[config.mk]
export PLATFORM = sky130hd
export DESIGN_NAME = gem_csc_lut
export DESIGN_NICKNAME = d
export VERILOG_FILES = /design/src/logic/gem_csc_lut.sv
export SDC_FILE = /design/constraint.sdc
export NUM_CORES = 1
export LEC_CHECK = 0
export ABC_AREA = 1
export BUFFER_PORTS_ARGS = -buffer_cell sky130_fd_sc_hd__buf_2
export CORE_MARGIN = 10
export CORE_UTILIZATION = 35
export DETAILED_ROUTE_END_ITERATION = 12
export SLEW_MARGIN = 10
export SYNTH_ARGS = -nofsm -noshare
export SYNTH_HDL_FRONTEND = slang
export SYNTH_SLANG_ARGS = --single-unit
[constraint.sdc]
create_clock -name logic_clock -period 1.4 [get_ports logic_clock]
set_input_delay 0.21 -clock logic_clock [delete_from_list [all_inputs] [get_ports logic_clock]]
set_output_delay 0.21 -clock logic_clock [all_outputs]
set_load 0.02 [all_outputs]
[src/logic/gem_csc_lut.sv]
`timescale 1ns/100ps

module gem_csc_lut #(
   parameter type entry_t    = logic [15:0],
   parameter int  depth      = 8,
   parameter int  read_ports = 1
) (
   input  logic                                      logic_clock,
   input  logic                                      we,
   input  logic                                      w_even,   // 1 = even-chamber bank
   input  logic [$clog2(depth)-1:0]                  w_adr,
   input  entry_t                                    w_data,
   input  logic                                      r_even,
   input  logic [read_ports-1:0][$clog2(depth)-1:0]  r_adr,
   output entry_t [read_ports-1:0]                   r_data
);

   entry_t bank_even [depth];
   entry_t bank_odd  [depth];

   // maps start empty, filled over the register bus
   initial begin
      for (int i = 0; i < depth; i++) begin
         bank_even[i] = '0;
         bank_odd[i]  = '0;
      end
   end

   // single write port shared by both banks
   always_ff @(posedge logic_clock) begin
      if (we && (w_adr < depth)) begin         // addresses past the end are dropped
         if (w_even) begin
            bank_even[w_adr] <= w_data;
         end else begin
            bank_odd[w_adr] <= w_data;
         end
      end
   end

   // registered reads, one per port, all from the same bank
   always_ff @(posedge logic_clock) begin
      for (int p = 0; p < read_ports; p++) begin
         if (r_adr[p] >= depth) begin
            r_data[p] <= '0;                    // unmapped pad
         end else if (r_even) begin
            r_data[p] <= bank_even[r_adr[p]];
         end else begin
            r_data[p] <= bank_odd[r_adr[p]];
         end
      end
   end

endmodule

After elaboration in Yosys (flattened, before gate mapping)
Memory sizes are Yosys's and may differ from the RTL's.
Index checks and enable logic that the tools add are counted.
{"block": "op_classes", "mux": 7}
{"cell": "16-bit two-way mux", "count": 1}
{"cell": "1-bit two-way mux", "count": 6}
{"block": "totals", "output_inout_bits": 16, "ram_bits": 256, "mem_count": 2, "wordCells": 10, "regBits": 16, "inputBits": 26}
{"memory": "bank_even", "depth": 8, "word_bits": 16, "rd": 1, "rd_ports_with_merged_regs": 0, "write_ports": 1, "line": "18", "text": "entry_t bank_even [depth];"}
{"memory": "bank_odd", "depth": 8, "word_bits": 16, "rd": 1, "rd_ports_with_merged_regs": 0, "write_ports": 1, "line": "19", "text": "entry_t bank_odd [depth];"}

Longest topological paths before layout
{"block": "depth", "depth_word": 3, "mapped_depth": 9, "ltp_nobuf": 7}

Worst setup path after synthesis
Ideal clock, no wire load.
{"block": "synth_path", "path_type": "input-to-reg", "startpoint": "in w_even", "endpoint": "mem bank_odd[4][0] (netlist name), enable pin", "arrival_ns": 1.114, "slack_ns": -0.102, "required_ns": 1.012, "path_stages": 3, "setup_time_ns": 0.388, "n_path_buf": 0, "cell_sequence": "inv_1 nand2_1 nor2_1"}
{"block": "synth_via", "elab_chain_cells": 3}
{"item": "from (decl)", "line": "10", "text": "input logic w_even,"}
{"item": "1-bit two-way mux", "line": "32", "text": "if (w_even) begin"}
{"item": "1-bit two-way mux", "line": "31", "text": "if (we && (w_adr < depth)) begin"}
{"item": "1-bit two-way mux (not written as such)", "line": "35", "text": "bank_odd[w_adr] <= w_data;"}
{"item": "to (decl)", "line": "19"}
No other way between the ends.

Final worst setup path
{"block": "layout_path", "startpoint": "reg r_data[2] (netlist name)", "endpoint": "out r_data[2] (netlist name)"}
{"item": "from (decl)", "line": "15", "text": "output entry_t [read_ports-1:0] r_data"}
{"item": "from (signal, indexed assignment)", "line": "46", "text": "r_data[p] <= bank_even[r_adr[p]];"}
{"item": "from (signal, indexed assignment)", "line": "48", "text": "r_data[p] <= bank_odd[r_adr[p]];"}
No word-level cell between the ends.

==> out/results.txt <==
final hold viol count -> 0
Clock Path Buffers -> 3
CTS H-Tree Depth -> 1
first-pass GRT wire length -> 41500 um
sw frac -> 0.220
synth warn -> 0
initial antenna violation count -> 2
combinational power share -> 0.069
Synth Area in Adders -> 0
Setup CP Type -> reg2out
IO Pins -> 42
Die Height -> 200 um
max cap viols -> 0
PD cells -> 1300 nW/um2
Slew Viols, Final -> 0
max incr delay on CP -> 0.39 ns
Tot GR Track Use -> 0.131
width of the die -> 200 um
Final Critical Period -> 1.35 ns
commonest non-fill, non-tap cell in the layout -> nand2_1
CP Buf/Inv Count -> 1
Worst R2R Setup Slack -> 0.41 ns
Initial Util -> 0.353
Cells on Worst Hold Path -> 1
Worst Hold Class -> in2reg
CTS Sinks -> 272
DRT Pass-1 Iters -> 5
switching power -> 3850 uW
hold_sp -> w_data[4]
CP max-delay cell -> dfxtp_1
xor and xnor area share after synthesis -> 0
Synthesized Nets -> 1103
met3 usage -> 0.0218
data arrival time of the critical path -> 1.14 ns
Compound-Gate Fraction of Synth Area -> 0
CP Capture Type -> output pin
final period utilization -> 0.966
die area -> 40200 um2
Setup Buffers After CTS -> 0
Peak supply drop -> 0.864 mV
Avg Cell Area, Syn -> 10.6 um2
CTS tree -> done
global routing's busiest layer -> met2
clk_lat worst skew -> 0.55 ns
routed vias -> 7303
Syn Std Cell Area -> 11400 um2
core area -> 32300 um2
# nets final -> 1165
DRT antenna net count -> 0
share of power burned in the clock network -> 0.407
Max Clk Rate -> 739 MHz
drt initial violations -> 546
unique cell type count in the Yosys netlist -> 12
Crit Reg-Reg Startpoint -> bank_even[4][13]
# diodes -> 0
status -> complete, no violations
detailed placement HPWL -> 15700 um
met2 usage -> 0.218
Crit path max-delay family -> flip-flops
commonest non-fill, non-tap cells in the layout -> nand2_1 (338), edfxtp_1 (256), nand3_1 (200), inv_1 (198), buf_2 (40)
final setup violation count -> 0
Yosys reg bits -> 272
largest family of logic cells by synthesized area -> simple AND/OR/NAND/NOR gates
Remaining DRCs -> 0
Global Route met1 Usage -> 0.174
Row Count -> 66
post-CTS sizing -> 0
share of cells above drive strength 1 -> 0.120
relative slew slack -> 0.725
number of global-route vias before repair -> 7001
R2R Path End -> r_data[13]
Layout area overhead -> 17.8%
worst-case reg-to-reg path depth -> 6
Internal Power -> 13600 uW
RSZ-0062 raised after global routing -> false
critical path launch point type -> flop
CTS root buf -> clkbuf_16
Sequential Power Share -> 0.524
crit path cell chain -> buf_2
Synth Area in Simple Gates -> 0.204
Avg Vias per Cell -> 4.56
Port Buffers -> 41
multiplexer share of the synthesized area -> 0
Gate Count Post-Synth -> 1077
Hold EP -> bank_even[0][4]
routability cong. -> 0.773
clock slew at reported path FFs -> 0.06 ns
LEAKAGE -> 0.00567 uW
clock skew -> 0.0189 ns
hold buffers post-CTS -> 0
register area share after synthesis -> 0.703
pin count of the biggest net entering global routing -> 52
crit path max fanout -> 1
Post-DP Area -> 12600 um2
Req. time, crit path -> 1.19 ns
setup TNS -> 0 ns
final wirelength -> 26600 um
Power, Total -> 17400 uW
Congestion Overflow GR -> 0
WL per Instance -> 16.6 um
Num CTS Buffers -> 27
Final Instance Area -> 13400 um2
Worst-Margin Slew -> 0.412 ns
## synthesized netlist by cell type
cell type,number,share of area
inv_1,198,0.065
nor2_1,16,0.0053
buf_2,22,0.0097
buf_1,1,0.00033
nand2_1,338,0.11
nand3_1,200,0.088
buf_6,3,0.0030
inv_2,2,0.00066
edfxtp_1,256,0.67
clkbuf_1,8,0.0026
buf_4,17,0.011
dfxtp_1,16,0.028
## sequential cells by signal (all words and copies together), names as in the netlist
name	cells
r_data	16
bank_even	128
bank_odd	128
## metal layers
layer | vias up | wire (um)
li1 | 3597 | -
met1 | 3485 | 11500
met2 | 174 | 13000
met3 | 43 | 1520
met4 | 4 | 529
met5 | - | 21
## final cells by class
type | instances | area, um2
timing repair buffer | 84 | 868
multi-input combinational | 554 | 2370
inverter | 200 | 752
clock inverter | 9 | 111
clock buffer | 41 | 758
tap | 442 | 553
fill | 3041 | 18900
sequential | 272 | 8010
## cells by family (layout without fill, tap and decap cells)
kind of cell,count (synthesis),after routing
buffers and inverters,251,334
DFF,272,272
and+or+nand+nor,554,554
## worst register-to-register path, cell delays in order (launching register included)
cell and delay [ns]:
edfxtp_1 0.41, inv_1 0.07, nand2_1 0.06, nand3_1 0.08
nand3_1 0.08, nand3_1 0.09, nand2_1 0.08
## worst max-delay path by stage
| stage | from | slack [ns] | endpoint | depth (start not counted) |
|---|---|---|---|---|
| final | r_data[2] | 0.05 | r_data[2] | 1 |
| after global placement | w_even | 0.04 | bank_odd[4][3] | 5 |
| after detailed placement | w_even | 0.02 | bank_odd[1][12] | 5 |
| after floorplan | w_even | -0.10 | bank_odd[4][0] | 3 |
| after global routing | r_data[6] | 0.003 | r_data[6] | 1 |
| after CTS | r_data[2] | 0.009 | r_data[2] | 1 |
## stage by stage
step                setup WS (ns)  hold slack [ns]  cells  utilization
finish                     0.0473           0.0385   1602        0.416
global route              0.00323           0.0346   1602        0.416
CTS                       0.00942           0.0226   1602        0.416
detailed placement         0.0186            0.606   1552        0.389
global placement           0.0397            0.601   1552        0.389
floorplan                  -0.102            0.309   1077            -
## power by group through the flow
stage | Clock (uW) | Sequential [uW] | Combinational [uW]
final | 7100 | 9150 | 1200
after global routing | 7530 | 9170 | 1340
after CTS | 7240 | 9150 | 1220
after detailed placement | 0 | 9330 | 1220
after global placement | 0 | 9330 | 1210
after floorplan | 0 | 9380 | 617
Note: power is estimated with default switching activity, not from simulation.
