### src/logic/gem_csc_pkg.sv
package gem_csc_pkg;

   // csc coordinate widths
   localparam int wirebits = 7;                  // wiregroup, 0-47
   localparam int xkybits  = 10;                 // eighth-strip key over 7 cfebs

   localparam logic [wirebits-1:0] max_wire = 7'd47;  // 48 wiregroups counted from 0

   // eighth-strip key limits per region
   localparam logic [xkybits-1:0] min_xky_me1b = 10'd0;
   localparam logic [xkybits-1:0] max_xky_me1b = 10'd511;
   localparam logic [xkybits-1:0] min_xky_me1a = 10'd512;
   localparam logic [xkybits-1:0] max_xky_me1a = 10'd895;
   localparam logic [xkybits-1:0] xky_none     = 10'd1023; // cluster not in this region

   localparam logic [2:0] me1a_roll = 3'd7;       // eta partition that overlaps me1a

   // lookup table depths
   localparam int pad_entries  = 192;           // gem pads per roll
   localparam int roll_entries = 8;

   // register bus
   // address bits 9:8 pick the space, bits 7:0 the pad entry or bits 2:0 the roll entry
   // table parity rides in the data word since bits 7:0 are all needed for pads
   typedef logic [9:0]  cfg_addr_t;
   typedef logic [31:0] cfg_data_t;

   localparam logic [1:0] space_ctrl = 2'd0;
   localparam logic [1:0] space_pad  = 2'd1;
   localparam logic [1:0] space_roll = 2'd2;

   localparam int tbl_even_bit = 31;            // 1 = write the even-chamber bank

   // control register fields
   localparam int ctrl_even_bit   = 0;
   localparam int ctrl_enable_bit = 1;
   localparam int ctrl_dhs_lsb    = 4;          // bits 8:4
   localparam int ctrl_dwire_lsb  = 12;         // bits 14:12

   // table entry fields on the data word
   localparam int pad_me1b_lsb = 0;             // bits 9:0
   localparam int pad_me1a_lsb = 16;            // bits 25:16
   localparam int roll_lo_lsb  = 0;             // bits 6:0
   localparam int roll_hi_lsb  = 8;             // bits 14:8

   typedef struct packed {
      logic [13:0] raw;                         // cluster word as received
      logic        vpf;                         // valid
      logic [2:0]  roll;                        // eta partition 0-7
      logic [7:0]  pad;                         // first pad 0-191
      logic [2:0]  size;                        // extra pads, 0 means one pad
   } gem_cluster_t;

   typedef struct packed {
      logic       evenchamber;
      logic       match_enable;
      logic [4:0] deltahs;                      // half-width in half strips
      logic [2:0] deltawire;                    // half-width in wiregroups
   } match_cfg_t;

   // pad table entry, one key per region
   typedef struct packed {
      logic [xkybits-1:0] me1a;
      logic [xkybits-1:0] me1b;
   } xky_pair_t;

   // roll table entry
   typedef struct packed {
      logic [wirebits-1:0] lo;
      logic [wirebits-1:0] hi;
   } wg_pair_t;

   typedef struct packed {
      logic [xkybits-1:0] lo;
      logic [xkybits-1:0] hi;
      logic [xkybits-1:0] mi;
   } csc_window_t;

   typedef struct packed {
      gem_cluster_t csc_cluster;                // vpf already gated by match_enable
      logic         me1a;                       // 1 when the cluster maps to me1a
      csc_window_t  wire_win;                   // upper bits zero
      csc_window_t  me1b_win;
      csc_window_t  me1a_win;
   } match_result_t;

endpackage

### src/logic/gem_match_cfg.sv
`timescale 1ns/100ps

module gem_match_cfg (
   input  logic                     logic_clock,
   input  logic                     rst_n,
   input  logic                     cfg_we,       // one-cycle write strobe
   input  gem_csc_pkg::cfg_addr_t   cfg_addr,
   input  gem_csc_pkg::cfg_data_t   cfg_wdata,
   output gem_csc_pkg::match_cfg_t  cfg,
   output logic                     pad_we,
   output logic                     roll_we,
   output logic                     tbl_even,
   output logic [7:0]               tbl_adr,
   output gem_csc_pkg::xky_pair_t   pad_wdata,
   output gem_csc_pkg::wg_pair_t    roll_wdata
);

   import gem_csc_pkg::*;

   logic [1:0] space;                           // address space of the current access
   logic       ctrl_we;

   assign space   = cfg_addr[9:8];
   assign ctrl_we = cfg_we && (space == space_ctrl);

   // control register, visible to the translator one cycle after the write
   always_ff @(posedge logic_clock) begin
      if (!rst_n) begin
         cfg <= '0;                             // matching off, odd chamber
      end else if (ctrl_we) begin
         cfg.evenchamber  <= cfg_wdata[ctrl_even_bit];
         cfg.match_enable <= cfg_wdata[ctrl_enable_bit];
         cfg.deltahs      <= cfg_wdata[ctrl_dhs_lsb +: 5];
         cfg.deltawire    <= cfg_wdata[ctrl_dwire_lsb +: 3];
      end
   end

   // table writes pass straight through so they land on the same edge
   assign pad_we  = cfg_we && (space == space_pad);
   assign roll_we = cfg_we && (space == space_roll);

   assign tbl_even = cfg_wdata[tbl_even_bit];

   // pad entry address, the roll table takes the low three bits
   assign tbl_adr = cfg_addr[7:0];

   // unpack data word into entry structs
   assign pad_wdata.me1b = cfg_wdata[pad_me1b_lsb +: xkybits];
   assign pad_wdata.me1a = cfg_wdata[pad_me1a_lsb +: xkybits];

   assign roll_wdata.lo = cfg_wdata[roll_lo_lsb +: wirebits];
   assign roll_wdata.hi = cfg_wdata[roll_hi_lsb +: wirebits];

endmodule

### config.mk
export PLATFORM = sky130hd
export DESIGN_NAME = gem_match_cfg
export DESIGN_NICKNAME = d
export VERILOG_FILES = /design/src/logic/gem_csc_pkg.sv /design/src/logic/gem_match_cfg.sv
export SDC_FILE = /design/constraint.sdc
export NUM_CORES = 1
export LEC_CHECK = 0
export BUFFER_PORTS_ARGS = -buffer_cell sky130_fd_sc_hd__clkbuf_2
export CAP_MARGIN = 20
export CORE_MARGIN = 2
export CORE_UTILIZATION = 30
export DETAILED_ROUTE_END_ITERATION = 10
export GPL_ROUTABILITY_DRIVEN = 1
export PLACE_DENSITY = 0.76
export SYNTH_ARGS = -nofsm -noshare
export SYNTH_HDL_FRONTEND = slang
export SYNTH_SLANG_ARGS = --single-unit
### constraint.sdc
create_clock -name logic_clock -period 1.5 [get_ports logic_clock]
set_input_delay 0.3 -clock logic_clock [delete_from_list [all_inputs] [get_ports logic_clock]]
set_output_delay 0.3 -clock logic_clock [all_outputs]
set_load 0.05 [all_outputs]
Word level (Yosys, flattened, before mapping) --
Cells that the tools add are included.
Storage, ports and cells: flip-flop bits (word level) 10, logic and storage cells 10
Cells by class: eq/ne operators 2, reduce and logical (&&, ||, !) cells 4
Operator list (count):
- $logic_and 1x1->1 | 3
- $eq 2x1->1 const B | 1
- $eq 2x2->1 const B | 1
- $logic_not 2->1 | 1

Logic depth before layout (Yosys ltp) --
depth after elaboration 2, gate-level depth with buffers 3

Least setup slack after synthesis --
OpenSTA, ideal clock, no wires.
path kind input-to-output, start point in cfg_we, end point out roll_we, arrival time 0.983 ns, stages 2, setup slack 0.217 ns, required time 1.200 ns, buffers on the path 0, path through nand2_1 nor2_1
Between the ends: longest elaborated chain between the ends 1
Ends and longest elaborated chain:
- from (decl) | RTL line gem_match_cfg.sv:6 | input logic cfg_we,
- $logic_and 1x1->1 | RTL line gem_match_cfg.sv:40 | assign roll_we = cfg_we && (space == space_roll);
- to (decl) | RTL line gem_match_cfg.sv:11 | output logic roll_we,
Every way passes these cells.

Worst setup path after layout --
start point in cfg_addr[9], end point out pad_we
Between the ends: longest elaborated chain between the ends 2
Ends and longest elaborated chain:
- from (decl) | RTL line gem_match_cfg.sv:7 | input gem_csc_pkg::cfg_addr_t cfg_addr,
- $eq 2x1->1 | RTL line gem_match_cfg.sv:39 | assign pad_we = cfg_we && (space == space_pad);
- $logic_and 1x1->1 | RTL line gem_match_cfg.sv:39
- to (decl) | RTL line gem_match_cfg.sv:10 | output logic pad_we,
Every way passes these cells.

==> run summary <==
Outcome - complete, no violations
Synth warnings - 0
Die Span Y - 53.98 µm
Maximum vdd ir drop - 361.5 µV
Clock buffer count from CTS - 3
Clock Sinks - 10
Final HPWL from detailed placement - 1134 µm
Max Cap Viol - 0
Port Buffers - 42
Total gr overflow - 0
Final #Nets - 137
Hold crit path type - in -> reg
Setup tns final - 0 ns
DR iter-0 viols - 3
Drt drc - 0
Total Power - 0.7381 mW
Layout cells sized above 1 - 53.85%
Vias in the first global route - 426
Most common cell after layout, fill and taps aside - clkbuf_2
Most frequent cells in the layout - clkbuf_2, nand2_1, mux2i_1, dfxtp_1, clkbuf_4
Gpl congestion - 0.5460
Synth Area per Inst - 8.327 µm²
Critical Path RT - 1.20 ns
Top-area cell type share of the netlist area - 43.07%
Slew headroom - 74.43%
# setup viols final - 0
Cell area after layout - 696.9 µm²
Biggest regs - cfg (10)
First drt pass iteration count - 2
Max FFs per register - 10
Mapped Nets - 135
Final std cells w/o fill - 121
First-pass GRT wire length - 1876 µm
Clk Latency, worst-skew pair - 0.26 ns
Cts hold-fix bufs - 0
Placed insts - 117
Synthesized area - 749.5 µm²
Die X - 53.98 µm
Crit path max fanout - 3
H-Tree Depth - 1
Antenna viol nets, final - 0
Num ports - 100
Met2 Use GR - 15.85%
FMAX - 844.1 MHz
CTS tree - done
Min Tclk post-route - 1.185 ns
Final Hold Fails - 0
Tot GR Track Use - 9.477%
WL per Instance - 11.36 µm
Vias per std cell - 4.273
Post-synthesis sequential area ratio - 26.71%
Fin crit share - 78.98%
Die Area - 2914 µm²
Routed WL - 1374 µm
Initial Util - 30.81%
Met3 Usage GRT - 3.889%
# diodes - 0
Leak - 0.3601 nW
Rows - 18
GR peak layer - met2
Post-synthesis cell type count - 9
Crit path kind - in -> out
Post-CTS Setup Bufs - 0
Fin. max-slew vios - 0
M1 GR Usage - 8.319%
Vias - 517
Synth Register Bits - 10
Synth Instances - 90
Post-synth top area cell - buf_4
Setup crit end kind - primary output
Clock Tree Buf Depth - 2
RSZ-0062 raised after global routing - false
PD cells - 1059 nW/µm²
Most flop-heavy register - cfg
Post-DP Area - 660.6 µm²
Crit path DAT - 0.88 ns
Post-CTS sizing - 0
Clock-pin slew on the worst setup and hold paths - 0.07 ns
Fillcell total - 277
Pin count of the biggest net entering global routing - 21
Dominant cells by area after synthesis - buf_4, dfxtp_1, mux2i_1
Synthesis-to-layout area growth - -7.012%
Initial antenna violation count - 0
Root buf cell - clkbuf_4
Post-layout util - 28.65%
Core area - 2432 µm²
Clock Skews - 0 ns
Crit path launch type - primary input
Worst-Margin Slew - 0.3836 ns
## cells by family (layout without fill, tap and decap cells)
family / after synthesis / count (layout) / share of synthesized area [%]
buffers and inverters: 46 / 47 / 45.91
DFF: 10 / 10 / 26.71
muxes: 10 / 10 / 13.36
and+or+nand+nor: 24 / 24 / 14.02
## power breakdown
part	internal [mW]	switching [mW]	total [mW]
combinational	0.0489	0.164	0.213
clock	0.147	0.0989	0.246
sequential	0.275	0.00444	0.279
## area by class of cell
cell class / count / area, µm² / area share [%]
Clock buffer: 4 / 36.28 / 5.206
Multi-Input combinational cell: 34 / 205.2 / 29.44
Sequential cell: 10 / 200.2 / 28.73
Tap cell: 30 / 37.54 / 5.386
Timing Repair Buffer: 43 / 217.7 / 31.24
## synth_stat cells
cell / count
nor3b_2: 1
nor2_1: 1
buf_4: 43
nand2_1: 21
dfxtp_1: 10
buf_2: 2
and3b_2: 1
buf_6: 1
mux2i_1: 10
## critical path, cell delays in order
cell      delay, ns
clkbuf_2       0.10
and3b_2        0.22
clkbuf_2       0.27
## path summary, 6_finish.rpt
kind / slack (ns) / startpoint / cells after the start / endpoint
max: 0.32 / cfg_addr[9] / 3 / pad_we
min: 0.28 / cfg_wdata[14] / 3 / cfg[2]
max reg2reg: 0.92 / cfg[0] / 2 / cfg[0]
min reg2reg: 0.46 / cfg[2] / 2 / cfg[2]
## routing by layer
layer | wire (µm) | share of wire, %
met4 | 40 | 2.9
met2 | 702 | 51
met5 | 0 | 0
met1 | 456 | 33
met3 | 174 | 13
## through the flow
step                      worst slack (ns)  hold slack, ns
after floorplan                     0.2167          0.4421
after global placement              0.3220          0.4414
after detailed placement            0.3157          0.4476
after CTS                           0.2930          0.2639
after global routing                0.2498          0.2622
final                               0.3153          0.2766
No activity file was read; power rests on OpenSTA's default activity.
