==> src/logic/gem_csc_pkg.sv <==
package gem_csc_pkg;

   // csc coordinate widths
   localparam int wirebits = 7;                  // wiregroup, 0-47
   localparam int xkybits  = 10;                 // eighth-strip key over 7 cfebs

   localparam logic [wirebits-1:0] max_wire = 7'd47;  // 48 wiregroups counted from 0

   // eighth-strip key limits per region
   localparam logic [xkybits-1:0] min_xky_me1b = 10'd0;
   localparam logic [xkybits-1:0] max_xky_me1b = 10'd511;
   localparam logic [xkybits-1:0] min_xky_me1a = 10'd512;
   localparam logic [xkybits-1:0] max_xky_me1a = 10'd895;
   localparam logic [xkybits-1:0] xky_none     = 10'd1023; // cluster not in this region

   localparam logic [2:0] me1a_roll = 3'd7;       // eta partition that overlaps me1a

   // lookup table depths
   localparam int pad_entries  = 192;           // gem pads per roll
   localparam int roll_entries = 8;

   // register bus
   // address bits 9:8 pick the space, bits 7:0 the pad entry or bits 2:0 the roll entry
   // table parity rides in the data word since bits 7:0 are all needed for pads
   typedef logic [9:0]  cfg_addr_t;
   typedef logic [31:0] cfg_data_t;

   localparam logic [1:0] space_ctrl = 2'd0;
   localparam logic [1:0] space_pad  = 2'd1;
   localparam logic [1:0] space_roll = 2'd2;

   localparam int tbl_even_bit = 31;            // 1 = write the even-chamber bank

   // control register fields
   localparam int ctrl_even_bit   = 0;
   localparam int ctrl_enable_bit = 1;
   localparam int ctrl_dhs_lsb    = 4;          // bits 8:4
   localparam int ctrl_dwire_lsb  = 12;         // bits 14:12

   // table entry fields on the data word
   localparam int pad_me1b_lsb = 0;             // bits 9:0
   localparam int pad_me1a_lsb = 16;            // bits 25:16
   localparam int roll_lo_lsb  = 0;             // bits 6:0
   localparam int roll_hi_lsb  = 8;             // bits 14:8

   typedef struct packed {
      logic [13:0] raw;                         // cluster word as received
      logic        vpf;                         // valid
      logic [2:0]  roll;                        // eta partition 0-7
      logic [7:0]  pad;                         // first pad 0-191
      logic [2:0]  size;                        // extra pads, 0 means one pad
   } gem_cluster_t;

   typedef struct packed {
      logic       evenchamber;
      logic       match_enable;
      logic [4:0] deltahs;                      // half-width in half strips
      logic [2:0] deltawire;                    // half-width in wiregroups
   } match_cfg_t;

   // pad table entry, one key per region
   typedef struct packed {
      logic [xkybits-1:0] me1a;
      logic [xkybits-1:0] me1b;
   } xky_pair_t;

   // roll table entry
   typedef struct packed {
      logic [wirebits-1:0] lo;
      logic [wirebits-1:0] hi;
   } wg_pair_t;

   typedef struct packed {
      logic [xkybits-1:0] lo;
      logic [xkybits-1:0] hi;
      logic [xkybits-1:0] mi;
   } csc_window_t;

   typedef struct packed {
      gem_cluster_t csc_cluster;                // vpf already gated by match_enable
      logic         me1a;                       // 1 when the cluster maps to me1a
      csc_window_t  wire_win;                   // upper bits zero
      csc_window_t  me1b_win;
      csc_window_t  me1a_win;
   } match_result_t;

endpackage

==> src/logic/cluster_to_cscwirehalfstrip.sv <==
`timescale 1ns/100ps

module cluster_to_cscwirehalfstrip (
   input  logic                           logic_clock,
   input  logic                           rst_n,
   input  gem_csc_pkg::match_cfg_t        cfg,
   input  gem_csc_pkg::gem_cluster_t      cluster,
   output logic [1:0][7:0]                pad_adr,     // [0] low pad, [1] high pad
   output logic [2:0]                     roll_adr,
   output logic                           r_even,
   input  gem_csc_pkg::xky_pair_t [1:0]   pad_data,    // one cycle after pad_adr
   input  gem_csc_pkg::wg_pair_t          roll_data,
   output gem_csc_pkg::match_result_t     result
);

   import gem_csc_pkg::*;

   gem_cluster_t  cluster_q;                    // aligned with table read data
   match_cfg_t    cfg_q;                        // settings seen when the cluster came in
   logic          in_me1a;
   logic [6:0]    dxky;                         // key half-width in eighth strips
   logic [6:0]    dwire;
   csc_window_t   wire_fit;
   csc_window_t   me1b_fit;
   csc_window_t   me1a_fit;
   csc_window_t   none_win;
   match_result_t result_d;

   // lo/2 + hi/2, rounded up when either end is odd
   function automatic logic [xkybits-1:0] mid_point(
      input logic [xkybits-1:0] lo,
      input logic [xkybits-1:0] hi
   );
      return lo[xkybits-1:1] + hi[xkybits-1:1] + {{(xkybits-1){1'b0}}, lo[0] | hi[0]};
   endfunction

   // order the two table values, widen by d and clamp into [lim_lo, lim_hi]
   function automatic csc_window_t make_window(
      input logic [xkybits-1:0] a,
      input logic [xkybits-1:0] b,
      input logic [6:0]         d,
      input logic [xkybits-1:0] lim_lo,
      input logic [xkybits-1:0] lim_hi
   );
      logic [xkybits:0] lo;                     // one extra bit so hi + d cannot wrap
      logic [xkybits:0] hi;
      logic [xkybits:0] sum;
      csc_window_t      w;
      lo = (a < b) ? a : b;                     // tables may hold lo and hi swapped
      hi = (a < b) ? b : a;
      sum = hi + d;
      w.lo = (lo > lim_lo + d) ? xkybits'(lo - d) : lim_lo;
      w.hi = (sum > lim_hi) ? lim_hi : xkybits'(sum);
      w.mi = mid_point(w.lo, w.hi);
      return w;
   endfunction

   // lookup addresses, invalid clusters park on pad 0
   assign pad_adr[0] = cluster.vpf ? cluster.pad : 8'd0;
   assign pad_adr[1] = cluster.vpf ? cluster.pad + {5'b0, cluster.size} : 8'd0;  // wraps at 256
   assign roll_adr   = cluster.roll;
   assign r_even     = cfg.evenchamber;         // bank follows chamber parity

   // stage 1: cluster and settings registered alongside the table reads
   always_ff @(posedge logic_clock) begin
      cluster_q <= cluster;
      cfg_q     <= cfg;
      if (!rst_n) begin
         cluster_q.vpf <= 1'b0;
         cfg_q         <= '0;
      end
   end

   assign in_me1a = (cluster_q.roll == me1a_roll);   // roll 7 only

   assign dxky  = {cfg_q.deltahs, 2'b00};      // half strip -> eighth strip
   assign dwire = {4'b0, cfg_q.deltawire};

   // wiregroup window from the roll table
   assign wire_fit = make_window(xkybits'(roll_data.lo), xkybits'(roll_data.hi),
                                 dwire, '0, xkybits'(max_wire));

   // key windows, both computed, one kept
   assign me1b_fit = make_window(pad_data[0].me1b, pad_data[1].me1b,
                                 dxky, min_xky_me1b, max_xky_me1b);
   assign me1a_fit = make_window(pad_data[0].me1a, pad_data[1].me1a,
                                 dxky, min_xky_me1a, max_xky_me1a);

   // marker for the region the cluster is not in
   assign none_win.lo = xky_none;
   assign none_win.hi = xky_none;
   assign none_win.mi = mid_point(xky_none, xky_none);

   always_comb begin
      result_d                 = '0;
      result_d.csc_cluster     = cluster_q;
      result_d.csc_cluster.vpf = cluster_q.vpf & cfg_q.match_enable;
      result_d.me1a            = in_me1a;
      result_d.wire_win        = wire_fit;
      result_d.me1b_win        = in_me1a ? none_win : me1b_fit;
      result_d.me1a_win        = in_me1a ? me1a_fit : none_win;
   end

   // stage 2: output register
   always_ff @(posedge logic_clock) begin
      result <= result_d;
      if (!rst_n) begin
         result.csc_cluster.vpf <= 1'b0;        // nothing valid out of reset
      end
   end

endmodule

==> config.mk <==
export PLATFORM = sky130hd
export DESIGN_NAME = cluster_to_cscwirehalfstrip
export DESIGN_NICKNAME = d
export VERILOG_FILES = /design/src/logic/gem_csc_pkg.sv /design/src/logic/cluster_to_cscwirehalfstrip.sv
export SDC_FILE = /design/constraint.sdc
export NUM_CORES = 1
export LEC_CHECK = 0
export BUFFER_PORTS_ARGS = -buffer_cell sky130_fd_sc_hd__buf_2
export CORE_MARGIN = 1
export CORE_UTILIZATION = 37
export CTS_CLUSTER_SIZE = 30
export DETAILED_ROUTE_END_ITERATION = 6
export PLACE_DENSITY = 0.74
export RECOVER_POWER = 50
export SYNTH_ARGS = -nofsm -noshare
export SYNTH_HDL_FRONTEND = slang
export SYNTH_SLANG_ARGS = --single-unit
==> constraint.sdc <==
create_clock -name logic_clock -period 6.6 [get_ports logic_clock]
set_input_delay 1.32 -clock logic_clock [delete_from_list [all_inputs] [get_ports logic_clock]]
set_output_delay 1.32 -clock logic_clock [all_outputs]
set_load 0.02 [all_outputs]
== Word-level counts from Yosys, hierarchy flattened ==
Cells that the tools add are included.

* Flip-flop bits (word level): 156
* Input port bits: 95
* Output and inout bits: 140
* Word-level logic and storage cells: 65

* Add/sub/neg operators: 14
* Order comparisons: 9
* Equal/unequal tests: 1
* Multiplexer cells: 14
* Bitwise operators: 4

{| class="wikitable"
|+ Operators with widths
! kind !! count
|-
| $mux 10 || 9
|-
| $add 10x1->10 || 3
|-
| $mux 8 || 3
|-
| $add 10x7->11 || 2
|-
| $add 9x9->10 || 2
|-
| $lt 10x10->1 || 2
|-
| $sub 10x7->10 || 2
|-
| $mux 7 || 2
|-
| $add 10x7->11 const A || 1
|-
| $gt 10x11->1 || 1
|-
| $gt 11x10->1 const B || 1
|-
| $gt 11x9->1 const B || 1
|-
| $add 9x7->10 || 1
|-
| $gt 10x7->1 || 1
|-
| $add 7x3->8 || 1
|-
| $add 8x3->8 || 1
|-
| $gt 8x6->1 const B || 1
|-
| $sub 7x3->8 || 1
|-
| $gt 7x3->1 || 1
|-
| $lt 7x7->1 || 1
|-
| $eq 3x3->1 const B || 1
|-
| $or 1x1->1 || 3
|-
| $and 1x1->1 || 1
|}

== Longest topological paths before layout ==
* Word-level depth: 7
* Gate-level depth with buffers: 29
* Mapped depth without buffers: 27

== Least setup slack after synthesis ==
OpenSTA, ideal clock, no wires.

* Path kind: input port to flip-flop
* Start point: in pad_data[37] (netlist bit)
* End point: reg result[8] (netlist bit)
* Library setup time: 0.129 ns
* Arrival: 6.621 ns
* Data required time: 6.471 ns
* Setup slack: -0.150 ns
* Cell stages on the path: 27
* Buffers on the path: 3
* Cell sequence: clkbuf_1 > inv_1 > ha_1 > and4_1 > and4_4 > buf_6 > nor3_4 > buf_4 > mux2_2 > ha_1 > inv_1 > fa_1 > o21ai_0 > nor4bb_1 > o21ai_0 > mux2i_1 > nand3_1 > and2_1 > fa_1 > fa_1 > nor2b_1 > o21ai_0 > a21boi_0 > o21ai_0 > a21oi_1 > xnor2_1 > nand2_1

* Word-level cells in the longest chain between the ends: 7
* Elaborated cells on any way between the ends: 12
* Classes of those cells: 4 x add/sub; 3 x order compare; 4 x mux; 1 x bitwise

{| class="wikitable"
|+ Ends and longest elaborated chain
! what !! line !! text
|-
| from (decl) || cluster_to_cscwirehalfstrip.sv:11 || <nowiki>input gem_csc_pkg::xky_pair_t [1:0] pad_data,</nowiki>
|-
| $lt 10x10->1 || cluster_to_cscwirehalfstrip.sv:49, cluster_to_cscwirehalfstrip.sv:50 ||
|-
| $mux 10 || cluster_to_cscwirehalfstrip.sv:50 || <nowiki>hi = (a < b) ? b : a;</nowiki>
|-
| $add 10x7->11 || cluster_to_cscwirehalfstrip.sv:51 || <nowiki>sum = hi + d;</nowiki>
|-
| $gt 11x10->1 || cluster_to_cscwirehalfstrip.sv:53 || <nowiki>w.hi = (sum > lim_hi) ? lim_hi : xkybits'(sum);</nowiki>
|-
| $mux 10 || cluster_to_cscwirehalfstrip.sv:53 ||
|-
| $add 9x9->10 / $or 1x1->1 (equally long branches) || cluster_to_cscwirehalfstrip.sv:34 || <nowiki>return lo[xkybits-1:1] + hi[xkybits-1:1] + {{(xkybits-1){1'b0}}, lo[0] | hi[0]};</nowiki>
|-
| $add 10x1->10 * || cluster_to_cscwirehalfstrip.sv:34 ||
|-
| to (signal assigned) || cluster_to_cscwirehalfstrip.sv:106 || <nowiki>result <= result_d;</nowiki>
|-
| to (decl) || cluster_to_cscwirehalfstrip.sv:13 || <nowiki>output gem_csc_pkg::match_result_t result</nowiki>
|}

Every way passes the cells marked *; elsewhere a longest branch is shown, timed or not.
A chain may end at the register's enable or synchronous reset.

==> flow_summary.json <==
{
  "place_hpwl_um": 16600,
  "dp.cells": 1378,
  "clock-skew-final_ns": 0.0163,
  "rr_endpoint": "result[8]$_SDFF_PN1_",
  "syn_to_final_growth_pct": 26.8,
  "clk_transition_reported_paths_ns": 0.07,
  "cts_root_buf": "clkbuf_16",
  "synth_edf_count": 0,
  "die_h_um": 150,
  "cts-buffers-inserted": 17,
  "utilization_pct": 48.3,
  "hp-class": "reg -> reg",
  "fin_crit_sh_pct": 93.5,
  "hold_path.startpoint": "cluster_q[20]$_DFF_P_",
  "antenna_found_initial": 0,
  "fin_cells": 1412,
  "finalWorstSetupSlack_ns": 0.432,
  "route.vias.total": 6939,
  "holdPathStages": 0,
  "drive_gt1_share_pct": 20.9,
  "avgSynthCellArea_um2": 9.32,
  "ys.warnings.count": 0,
  "ir_drop_v": 0.000149,
  "boundaryPins": 235,
  "htree_levels": 4,
  "gp_congestion": 0.927,
  "cts_tree": "done",
  "clk_path_buf_depth": 2,
  "ys_seq_area_share_pct": 38.3,
  "nets": 1310,
  "worst_pin_slew_ns": 1.01,
  "ys.flop_type": "dfxtp_1",
  "setup_viol": 0,
  "synth_top_area_share_pct": 38.3,
  "cts_sinks": 154,
  "worstSetupPathType": "in -> reg",
  "yosys.area.top_type": "dfxtp_1",
  "fp.dieW_um": 150,
  "critPathArrivalTime_ns": 6.46,
  "synth-seq-cells": 154,
  "synth.lib_cells_used.distinct": 73,
  "port_buffers": 230,
  "fmax_mhz": 162,
  "grt.overflow.total": 0,
  "status": "complete, no violations",
  "synthArstFlopShare_pct": 0,
  "reg2reg_depth": 17,
  "hold_path_end": "result[111]$_DFF_P_",
  "dr.pass1.iters": 6,
  "fill_cells": 2069,
  "worstPathRequired_ns": 6.90,
  "core-area_um2": 21200,
  "post_drt_wl_per_cell_um": 14.6,
  "holdWs_ns": 0.320,
  "rows": 53,
  "power.static_leakage_nw": 4.73,
  "grtUsageTotal_pct": 18.3,
  "drt_iter0_drc": 285,
  "slew_headroom_pct": 32.7,
  "drc_errors": 0,
  "drt-total-wl_um": 20600,
  "start_util_pct": 38.1,
  "drv_cap": 0,
  "diodes": 0,
  "drt-vias-per-instance": 4.91,
  "grt_max_degree": 33,
  "fin_crit_ns": 6.17,
  "cp-start-kind": "primary input",
  "finalHoldViolCount": 0,
  "grt_pass1_vias": 6454,
  "dieArea_um2": 22400,
  "timing.rr.start": "cfg_q[4]$_SDFF_PN0_",
  "grt_pass1_wl_um": 32100,
  "pre_cts_ws_ns": -0.0729,
  "reg2reg_slack_ns": 2.27,
  "endpoint_kind": "flip-flop",
  "drtAntennaViolNets": 0,
  "ys_top_cells_by_area": "dfxtp_1 (38%), ha_1 (12%), xnor2_1 (3.9%)",
  "worstSkewPairLatency_ns": 0.42,
  "syn_inst": 864,
  "syn_area_um2": 8060,
  "p_per_area_nw_per_um2": 331,
  "crit_path_max_fanout": 11,
  "final-max-slew-violation-count": 0
}
-- Yosys cell counts, types with 3 or more instances --
| master | count |
|---|---|
| a31oi_1 | 3 |
| a21o_1 | 17 |
| a211oi_1 | 6 |
| dfxtp_1 | 154 |
| nor4_1 | 5 |
| a21oi_1 | 37 |
| o31ai_1 | 5 |
| ha_1 | 77 |
| xor2_1 | 14 |
| or2_2 | 6 |
| clkbuf_1 | 15 |
| and2_1 | 30 |
| xnor2_1 | 36 |
| and3_1 | 10 |
| nor3_1 | 17 |
| o21ai_1 | 18 |
| o31a_1 | 3 |
| o21a_1 | 9 |
| nand2b_1 | 19 |
| o211ai_1 | 3 |
| fa_1 | 13 |
| buf_4 | 10 |
| nand4_1 | 8 |
| buf_2 | 6 |
| o21ai_0 | 53 |
| inv_1 | 57 |
| mux2i_1 | 19 |
| nor2b_1 | 18 |
| a21boi_0 | 6 |
| mux2_2 | 10 |
| nand3_1 | 15 |
| nor2_1 | 42 |
| nand2_1 | 67 |
| or2_1 | 3 |
-- layout make-up --
| type | instances | area (µm²) | area share (%) |
|---|---|---|---|
| Multi-Input combinational cell | 627 | 4610 | 45.1 |
| Sequential cell | 154 | 3080 | 30.2 |
| Timing Repair Buffer | 268 | 1320 | 13.0 |
| Clock buffer | 19 | 433 | 4.24 |
| Tap cell | 275 | 344 | 3.37 |
| Inverter | 57 | 214 | 2.09 |
| Clock inverter | 12 | 213 | 2.08 |
-- power by group --
group | switching (W) | internal (W) | total (W)
clock network | 0.000400 | 0.000677 | 0.00108
logic | 0.000715 | 0.000483 | 0.00120
registers | 0.0000367 | 0.00107 | 0.00110
total | 0.00115 | 0.00223 | 0.00338
-- worst max path at each step --
| stage | from | to | slack [ns] | cells after the start |
|---|---|---|---|---|
| after detailed placement | pad_data[13] | result[8]$_SDFF_PN1_ | -0.07 | 24 |
| after floorplan | pad_data[37] | result[8]$_SDFF_PN1_ | 0.01 | 27 |
| final | pad_data[27] | result[36]$_SDFF_PP1_ | 0.43 | 24 |
| after global placement | pad_data[27] | result[36]$_SDFF_PP1_ | 0.06 | 23 |
| after CTS | pad_data[33] | result[8]$_SDFF_PN1_ | 0.37 | 25 |
| after global routing | pad_data[19] | result[8]$_SDFF_PN1_ | -0.03 | 26 |
-- cell families after synthesis --
| family | synth area share, % |
|---|---|
| AND/OR/NAND/NOR | 16.6 |
| AO/OA/AOI/OAI | 15.2 |
| flip-flops | 38.3 |
| buffers and inverters | 4.99 |
| adder cells (fa/ha/maj) | 15.2 |
| XOR/XNOR | 5.44 |
| multiplexers | 4.22 |
| other | 0.0932 |
-- worst max-delay path, cell delays in order --
cell	delay, ns
buf_2	0.11
inv_1	0.10
ha_1	0.26
a21o_1	0.18
a21o_1	0.17
a221oi_1	0.34
o21ai_2	0.21
nand2_1	0.11
o21ai_0	0.09
ha_1	0.36
and3_1	0.19
a211o_1	0.31
or2_2	0.27
a21oi_1	0.13
o21ai_1	0.16
o22a_1	0.27
fa_1	0.48
fa_1	0.42
a21o_1	0.18
a21oi_1	0.19
o21bai_1	0.11
a21oi_1	0.18
xnor2_1	0.07
or2_2	0.26
-- routing by layer --
layer / vias to the layer above / routed length, µm / GRT usage (%) / part of all wire (%)
met5: - / 0 / 0 / 0
li1: 3507 / - / - / -
met4: 0 / 306 / 6.79 / 1.5
met2: 243 / 9610 / 30.3 / 47
met1: 3170 / 9420 / 23.7 / 46
met3: 19 / 1290 / 3.26 / 6.2
-- stage by stage --
stage               area, µm²  TNS [ns]  power, W
floorplan                8090         0   0.00197
global placement         9660         0   0.00232
detailed placement       9660   -0.0732   0.00234
CTS                     10300         0   0.00343
global route            10200   -0.0337   0.00359
finish                  10200         0   0.00338
-- sequential cells by signal, indices dropped and copies added (netlist names) --
register	cells
result	116
cfg_q	9
cluster_q	29
-- layout by cell type (no fill, tap or decap), drive strengths merged, types with 13 or more instances in the layout --
cell type | netlist | final
buf | 19 | 180
dfxtp | 154 | 154
clkbuf | 15 | 107
ha | 77 | 77
o21ai | 73 | 73
nand2 | 68 | 68
inv | 57 | 61
nor2 | 42 | 42
a21oi | 38 | 38
xnor2 | 36 | 36
and2 | 30 | 30
mux2i | 20 | 20
nand2b | 19 | 19
nor2b | 18 | 18
nor3 | 18 | 18
a21o | 17 | 17
nand3 | 15 | 15
xor2 | 14 | 14
fa | 13 | 13
-- timing repair --
| action | 4_1_cts | 5_1_grt |
|---|---|---|
| hold buffers | 0 | 0 |
| setup endpoints to repair | 0 | 2 |
| setup buffers | 0 | 3 |
| resized for setup | 0 | 3 |
Power figures use the tool's default switching activity.
